[src/design/BridgePkg.sv]
package BridgePkg;

//--------------------------------------------------------------------------
// word types
//--------------------------------------------------------------------------
	// data or address word on wishbone and on the system bus
	typedef logic [31:0] busWord_t;
	// wishbone register index
	typedef logic [1:0]  csrAdr_t;

//--------------------------------------------------------------------------
// register map
//--------------------------------------------------------------------------
	localparam csrAdr_t CSR_DATA   = 2'd0;	// pending data word
	localparam csrAdr_t CSR_ADRS   = 2'd1;	// write pushes data + address
	localparam csrAdr_t CSR_STATUS = 2'd2;	// flags, write clears overflow
	localparam csrAdr_t CSR_RDATA  = 2'd3;	// captured read word

	// status bit positions
	localparam int ST_EMPTY   = 0;
	localparam int ST_FULL    = 1;
	localparam int ST_RDVALID = 2;
	localparam int ST_OVF     = 3;

//--------------------------------------------------------------------------
// command queue
//--------------------------------------------------------------------------
	localparam int FIFO_DEPTH = 4;
	localparam int FIFO_PTR_W = $clog2(FIFO_DEPTH);
	// pointer wraps by itself, depth is a power of two
	typedef logic [FIFO_PTR_W-1:0] fifoPtr_t;
	// one extra bit so a full queue is distinct from an empty one
	typedef logic [FIFO_PTR_W:0]   fifoCnt_t;

endpackage

[src/design/CmdIf.sv]
`timescale 1ns/10ps

// one address/data command with a valid/ready handshake
// transfer when valid and ready are both high at an edge
interface CmdIf;

	// data word for the bus write
	BridgePkg::busWord_t wd;
	// target address, zero is the idle code
	BridgePkg::busWord_t adrs;
	logic                valid;
	logic                ready;

	// producer side, valid must not look at ready
	modport source
	(
		output wd,
		output adrs,
		output valid,
		input  ready
	);

	// consumer side
	modport sink
	(
		input  wd,
		input  adrs,
		input  valid,
		output ready
	);

endinterface

[src/design/BridgeCsr.sv]
`timescale 1ns/10ps

module BridgeCsr
(
	input  logic                iSCLK,
	input  logic                iSRST,
	// wishbone classic slave
	input  logic                wbCyc,
	input  logic                wbStb,
	input  logic                wbWe,
	input  BridgePkg::csrAdr_t  wbAdr,
	input  BridgePkg::busWord_t wbDatW,
	output BridgePkg::busWord_t wbDatR,
	output logic                wbAck,
	// command push into the queue
	CmdIf.source                cmd,
	input  logic                fifoEmpty,
	// read data coming back from the system bus
	input  BridgePkg::busWord_t usiRd,
	input  logic                usiRdVd
);

//--------------------------------------------------------------------------
// access decode
//--------------------------------------------------------------------------
logic accessEdge;
logic wrEn;
logic rdEn;
logic pushReq;

// registers
BridgePkg::busWord_t dataReg;
BridgePkg::busWord_t adrsReg;
BridgePkg::busWord_t rdataReg;
BridgePkg::busWord_t statusWord;
logic                rdValid;
logic                overflow;

always_comb
begin
	// new access, ack not raised yet
	accessEdge = wbCyc & wbStb & ~wbAck;
	wrEn       = accessEdge & wbWe;
	rdEn       = accessEdge & ~wbWe;
	// ADRS write turns into a command on the acking edge
	pushReq    = wrEn & (wbAdr == BridgePkg::CSR_ADRS);
end

// one cycle registered ack, low while idle
always_ff @(posedge iSCLK)
begin
	if (iSRST)
		wbAck <= 1'b0;
	else
		wbAck <= accessEdge;
end

//--------------------------------------------------------------------------
// command push
//--------------------------------------------------------------------------
// pending data paired with the address on the bus right now
assign cmd.valid = pushReq;
assign cmd.wd    = dataReg;
assign cmd.adrs  = wbDatW;

//--------------------------------------------------------------------------
// data registers
//--------------------------------------------------------------------------
always_ff @(posedge iSCLK)
begin
	if (wrEn && (wbAdr == BridgePkg::CSR_DATA))
		dataReg <= wbDatW;
	// last address written, readable back
	if (pushReq)
		adrsReg <= wbDatW;
	// capture from the bus on every valid strobe
	if (usiRdVd)
		rdataReg <= usiRd;
end

//--------------------------------------------------------------------------
// flags
//--------------------------------------------------------------------------
always_ff @(posedge iSCLK)
begin
	if (iSRST)
	begin
		rdValid  <= 1'b0;
		overflow <= 1'b0;
	end
	else
	begin
		// new capture beats the clearing read on the same edge
		if (usiRdVd)
			rdValid <= 1'b1;
		else if (rdEn && (wbAdr == BridgePkg::CSR_RDATA))
			rdValid <= 1'b0;
		// push refused by a full queue
		if (pushReq && !cmd.ready)
			overflow <= 1'b1;
		else if (wrEn && (wbAdr == BridgePkg::CSR_STATUS))
			overflow <= 1'b0;
	end
end

// status word, unused bits read as zero
always_comb
begin
	statusWord                         = '0;
	statusWord[BridgePkg::ST_EMPTY]    = fifoEmpty;
	statusWord[BridgePkg::ST_FULL]     = ~cmd.ready;
	statusWord[BridgePkg::ST_RDVALID]  = rdValid;
	statusWord[BridgePkg::ST_OVF]      = overflow;
end

//--------------------------------------------------------------------------
// read back
//--------------------------------------------------------------------------
// loaded on the acking edge, valid together with ack
always_ff @(posedge iSCLK)
begin
	if (rdEn)
	begin
		case (wbAdr)
			BridgePkg::CSR_DATA:   wbDatR <= dataReg;
			BridgePkg::CSR_ADRS:   wbDatR <= adrsReg;
			BridgePkg::CSR_STATUS: wbDatR <= statusWord;
			default:               wbDatR <= rdataReg;
		endcase
	end
end

endmodule

[src/design/CmdFifo.sv]
`timescale 1ns/10ps

module CmdFifo
(
	input  logic iSCLK,
	input  logic iSRST,
	// push side
	CmdIf.sink   wr,
	// pop side, head shown ahead
	CmdIf.source rd,
	output logic empty
);

//--------------------------------------------------------------------------
// storage
//--------------------------------------------------------------------------
BridgePkg::busWord_t wdMem   [BridgePkg::FIFO_DEPTH];
BridgePkg::busWord_t adrsMem [BridgePkg::FIFO_DEPTH];

BridgePkg::fifoPtr_t wrPtr;
BridgePkg::fifoPtr_t rdPtr;
BridgePkg::fifoCnt_t count;

logic full;
logic push;
logic pop;

// occupancy flags
assign full  = (count == BridgePkg::fifoCnt_t'(BridgePkg::FIFO_DEPTH));
assign empty = (count == '0);

// handshakes
assign wr.ready = ~full;
assign rd.valid = ~empty;
assign push     = wr.valid & wr.ready;
assign pop      = rd.valid & rd.ready;

// head entry, no read latency
assign rd.wd   = wdMem[rdPtr];
assign rd.adrs = adrsMem[rdPtr];

// entry write
always_ff @(posedge iSCLK)
begin
	if (push)
	begin
		wdMem[wrPtr]   <= wr.wd;
		adrsMem[wrPtr] <= wr.adrs;
	end
end

//--------------------------------------------------------------------------
// pointers and count
//--------------------------------------------------------------------------
always_ff @(posedge iSCLK)
begin
	if (iSRST)
	begin
		wrPtr <= '0;
		rdPtr <= '0;
		count <= '0;
	end
	else
	begin
		if (push)
			wrPtr <= wrPtr + 1'b1;
		if (pop)
			rdPtr <= rdPtr + 1'b1;
		// push and pop together leave the count alone
		case ({push, pop})
			2'b10:   count <= count + 1'b1;
			2'b01:   count <= count - 1'b1;
			default: count <= count;
		endcase
	end
end

endmodule

[src/design/BusIssue.sv]
`timescale 1ns/10ps

module BusIssue
(
	input  logic                iSCLK,
	input  logic                iSRST,
	// commands from the queue head
	CmdIf.sink                  cmd,
	// system bus master write
	input  logic                usiRdy,
	output BridgePkg::busWord_t usiWd,
	output BridgePkg::busWord_t usiAdrs
);

//--------------------------------------------------------------------------
// pop control
//--------------------------------------------------------------------------
logic xfer;

// bus ready is the only condition for taking a command
assign cmd.ready = usiRdy;
assign xfer      = cmd.valid & cmd.ready;

//--------------------------------------------------------------------------
// bus drive
//--------------------------------------------------------------------------
// address is a one cycle strobe, zero means idle
// data stays put until the next command
always_ff @(posedge iSCLK)
begin
	if (iSRST)
	begin
		usiWd   <= '0;
		usiAdrs <= '0;
	end
	else if (xfer)
	begin
		usiWd   <= cmd.wd;
		usiAdrs <= cmd.adrs;
	end
	else
	begin
		// back to idle, data word kept
		usiAdrs <= '0;
	end
end

// back-to-back pops give consecutive strobes
// one command per cycle at most

endmodule

[src/design/McuBusBridge.sv]
`timescale 1ns/10ps

module McuBusBridge
(
	input  logic                iSCLK,
	input  logic                iSRST,
	// wishbone classic slave
	input  logic                wbCyc,
	input  logic                wbStb,
	input  logic                wbWe,
	input  BridgePkg::csrAdr_t  wbAdr,
	input  BridgePkg::busWord_t wbDatW,
	output BridgePkg::busWord_t wbDatR,
	output logic                wbAck,
	// system bus write
	output BridgePkg::busWord_t usiWd,
	output BridgePkg::busWord_t usiAdrs,
	input  logic                usiRdy,
	// system bus read return
	input  BridgePkg::busWord_t usiRd,
	input  logic                usiRdVd
);

//--------------------------------------------------------------------------
// command streams
//--------------------------------------------------------------------------
// register file to queue
CmdIf pushIf();
// queue to bus issue
CmdIf popIf();

logic fifoEmpty;

//--------------------------------------------------------------------------
// stages
//--------------------------------------------------------------------------
// csr block, wishbone side
BridgeCsr BridgeCsr
(
	.iSCLK     (iSCLK),
	.iSRST     (iSRST),
	.wbCyc     (wbCyc),
	.wbStb     (wbStb),
	.wbWe      (wbWe),
	.wbAdr     (wbAdr),
	.wbDatW    (wbDatW),
	.wbDatR    (wbDatR),
	.wbAck     (wbAck),
	.cmd       (pushIf.source),
	.fifoEmpty (fifoEmpty),
	.usiRd     (usiRd),
	.usiRdVd   (usiRdVd)
);

// command queue
CmdFifo CmdFifo
(
	.iSCLK (iSCLK),
	.iSRST (iSRST),
	.wr    (pushIf.sink),
	.rd    (popIf.source),
	.empty (fifoEmpty)
);

// bus master
BusIssue BusIssue
(
	.iSCLK   (iSCLK),
	.iSRST   (iSRST),
	.cmd     (popIf.sink),
	.usiRdy  (usiRdy),
	.usiWd   (usiWd),
	.usiAdrs (usiAdrs)
);

endmodule

[config.mk]
export PLATFORM = sky130hd
export DESIGN_NAME = McuBusBridge
export DESIGN_NICKNAME = d
export VERILOG_FILES = /design/src/design/BridgePkg.sv /design/src/design/CmdIf.sv /design/src/design/BridgeCsr.sv /design/src/design/CmdFifo.sv /design/src/design/BusIssue.sv /design/src/design/McuBusBridge.sv
export SDC_FILE = /design/constraint.sdc
export NUM_CORES = 1
export LEC_CHECK = 0
export ABC_AREA = 1
export BUFFER_PORTS_ARGS = -buffer_cell sky130_fd_sc_hd__buf_2
export CORE_ASPECT_RATIO = 0.8
export CORE_MARGIN = 2
export CORE_UTILIZATION = 40
export CTS_CLUSTER_DIAMETER = 60
export CTS_CLUSTER_SIZE = 24
export DETAILED_ROUTE_END_ITERATION = 16
export GPL_TIMING_DRIVEN = 0
export PLACE_DENSITY = 0.67
export SYNTH_ARGS = -nofsm -noshare
export SYNTH_HDL_FRONTEND = slang
export SYNTH_SLANG_ARGS = --single-unit
[constraint.sdc]
create_clock -name iSCLK -period 7.2 [get_ports iSCLK]
set_input_delay 1.8 -clock iSCLK [delete_from_list [all_inputs] [get_ports iSCLK]]
set_output_delay 1.8 -clock iSCLK [all_outputs]
set_load 0.01 [all_outputs]
==> impl_metrics.toml <==
[synthesis]
synth-simple-area-share_pct = 12.2
synthCells = 1279
netlist_area_mm2 = 0.0166
synthMuxAreaShare_pct = 0
synth_compound_area_share_pct = 6.27
synthAdderAreaFrac_pct = 0.499
synth-async-reset-ratio_pct = 0
synth_warnings = 0
synth_ff_type = "edfxtp_1"
syn_nets = 1358
ys_seq_area_share_pct = 78.6
synth.distinct_cells = 23
synth_top_family_by_area = "simple AND/OR/NAND/NOR gates"
synth_xor_area_share_pct = 0
synth_enable_flop_cells = 384
ys_ff_latch = 458
synth_area_per_cell_um2 = 12.9

[clock_network]
postCtsResizedCells = 0
htreeDepth = 1
clk_pin_slew_ps = 90
hold_buffers = 0
cts_tree = "built"
post_cts_buffers = 0
cts_sinks = 458
cts_buffer_depth = 3
cts-root-buf = "clkbuf_16"
cts_buffers = 29
clkLatencyLatePin_ps = 580

[timing]
finalSetupViolations = 0
period_share_pct = 51.7
period_minus_slack_ps = 3720
holdWs_ps = 485
final_max_slew_viol_count = 0
final-hold-violation-count = 0
tightest_slew_ps = 1000
slew_headroom_pct = 33.1
rsz0062_at_grt = "false"
clock.fmax_mhz = 269
skew_ps = 18.4

[power]
peakVddDrop_mv = 0.181
power_density_mw_per_mm2 = 282
power.leakage_uw = 0.00713

[global_route]
grt_pass1_vias = 10000
grt_max_degree = 34
grt_pass1_wl_um = 60700
overflow = 0
grt_usage_pct = 18.9
antenna_found_initial = 1

[setup_path]
critical_path_class = "input pin to flop"
end_kind = "flop"
path_max_fanout = 26
cp.buffers_inverters = 5
worstPathCellList = "buf_2 -> inv_1 -> nor2_4 -> nand3_1 -> nor2_1 -> inv_2 -> nor2_4 -> buf_12 -> buf_16"
critical-path-top-delay-family = "simple AND/OR/NAND/NOR gates"
slowest_delay_ps = 710
cp-start-kind = "input pin"
r2r_slack_ps = 4570
crit_top_cell = "nor2_4"
arrival_ps = 4000
slowest_stage = "nor2_4"
crit_required_ps = 7480

[drt]
remaining_drc_errors = 0
vias = 10300
drt_iter0_markers = 1026
wl_per_cell_um = 19.9
avgViaCountPerCell = 5.01
wl_um = 41000
drtPass1Iterations = 6
ant_nets = 0

[floorplan]
core_mm2 = 0.0407
dieArea_mm2 = 0.0430
row_count = 66
dieHeight_um = 186
initial_core_util_pct = 40.7
io_pins = 170
die_width_um = 231

[place]
io_buffers = 169
hpwl_um = 28200
gp_congestion = 0.797

[run]
cap_violations = 0

[final_layout]
final_common_cell = "edfxtp_1"
area_growth_syn_to_layout_pct = 17.1
fillCellCount = 3510
seq_area_mm2 = 0.0130
antenna_cells = 0
drive_gt1_share_pct = 18.9
multi_input_area_mm2 = 0.00319
final_cell_mix = "384 x edfxtp_1, 332 x nor2_1, 196 x buf_2"
nNetsFinal = 1572
final_core_util_pct = 47.6

[status]
status = "finished, final reports clean"

[worst_hold_path]
worstHoldPathType = "flop to flop"
[sequential cells by signal, summed over array words and instances, names as in the netlist]
signal,cells
BridgeCsr.rdataReg,32
CmdFifo.adrsMem,128
BridgeCsr.rdValid,1
CmdFifo.count,3
BusIssue.usiWd,32
CmdFifo.wrPtr,2
BusIssue.usiAdrs,32
CmdFifo.rdPtr,2
CmdFifo.wdMem,128
BridgeCsr.wbAck,1
BridgeCsr.cmd.wd,32
BridgeCsr.adrsReg,32
BridgeCsr.overflow,1
BridgeCsr.wbDatR,32
[final timing paths]
check / from / end / cells past startpoint
setup / recovery: wbAdr[0] / CmdFifo.adrsMem[3][23] / 9
setup reg to reg: CmdFifo.count[1] / CmdFifo.adrsMem[3][23] / 8
hold reg to reg: BridgeCsr.overflow / BridgeCsr.overflow / 2
hold / removal: BridgeCsr.overflow / BridgeCsr.overflow / 2
[power breakdown]
| group | internal, uW | leakage (uW) | switching (uW) | total [uW] |
|---|---|---|---|---|
| logic | 192 | 0.00253 | 441 | 634 |
| registers | 2950 | 0.00409 | 37.5 | 2990 |
| clock network | 926 | 0.000498 | 923 | 1850 |
| total | 4070 | 0.00713 | 1400 | 5470 |
[metal layers]
metal,GRT usage [%],vias up,routed length [um]
met5,0,-,12
met4,5.37,2,1160
met3,2.73,66,2900
met2,30.5,381,18800
met1,26.8,4996,18200
li1,-,4872,-
[layout make-up]
cell class	instances	share of cell area [%]
sequential	458	67.1
inverter	25	0.484
tap	544	3.51
clock buffer	30	3.81
clock inverter	23	1.53
multi-input combinational	732	16.4
buffer	64	1.58
timing repair buffer	183	5.56
[cells in the mapped netlist, types with 4 or more instances]
| master | count | share of area (%) |
|---|---|---|
| edfxtp_1 | 384 | 70 |
| nor2_1 | 337 | 7.6 |
| o21ai_0 | 151 | 4.6 |
| nand2_1 | 142 | 3.2 |
| dfxtp_1 | 74 | 8.9 |
| a21oi_1 | 39 | 1.2 |
| nand3_1 | 33 | 1.0 |
| buf_2 | 27 | 0.82 |
| clkbuf_1 | 21 | 0.48 |
| inv_1 | 21 | 0.48 |
| o21ai_1 | 14 | 0.42 |
| buf_4 | 8 | 0.36 |
| buf_1 | 6 | 0.14 |
| ha_1 | 5 | 0.38 |
| inv_2 | 4 | 0.091 |
| nand4_1 | 4 | 0.15 |
[cells by family after synthesis]
logic type / Yosys count
flip-flops: 458
buffers and inverters: 89
AO/OA/AOI/OAI: 206
AND/OR/NAND/NOR: 520
adder cells (fa/ha/maj): 6
[per-stage QoR]
step	instance area [um2]	total power (uW)	TNS (ps)	setup WS [ps]	std cells
5_1_grt	19400	5670	0	3370	2059
2_1_floorplan	16600	3390	0	1670	1279
6_report	19400	5470	0	3480	2059
4_1_cts	19400	5500	0	3550	2059
3_5_place_dp	18400	3680	0	2950	2006
3_3_place_gp	18100	3670	-169590	-925	1992
[tightest hold or removal path: stages (launching register included)]
cell and delay [ps]:
dfxtp_1 330, nand2_1 60, a21oi_1 50
No activity file was read; power rests on OpenSTA's default activity.
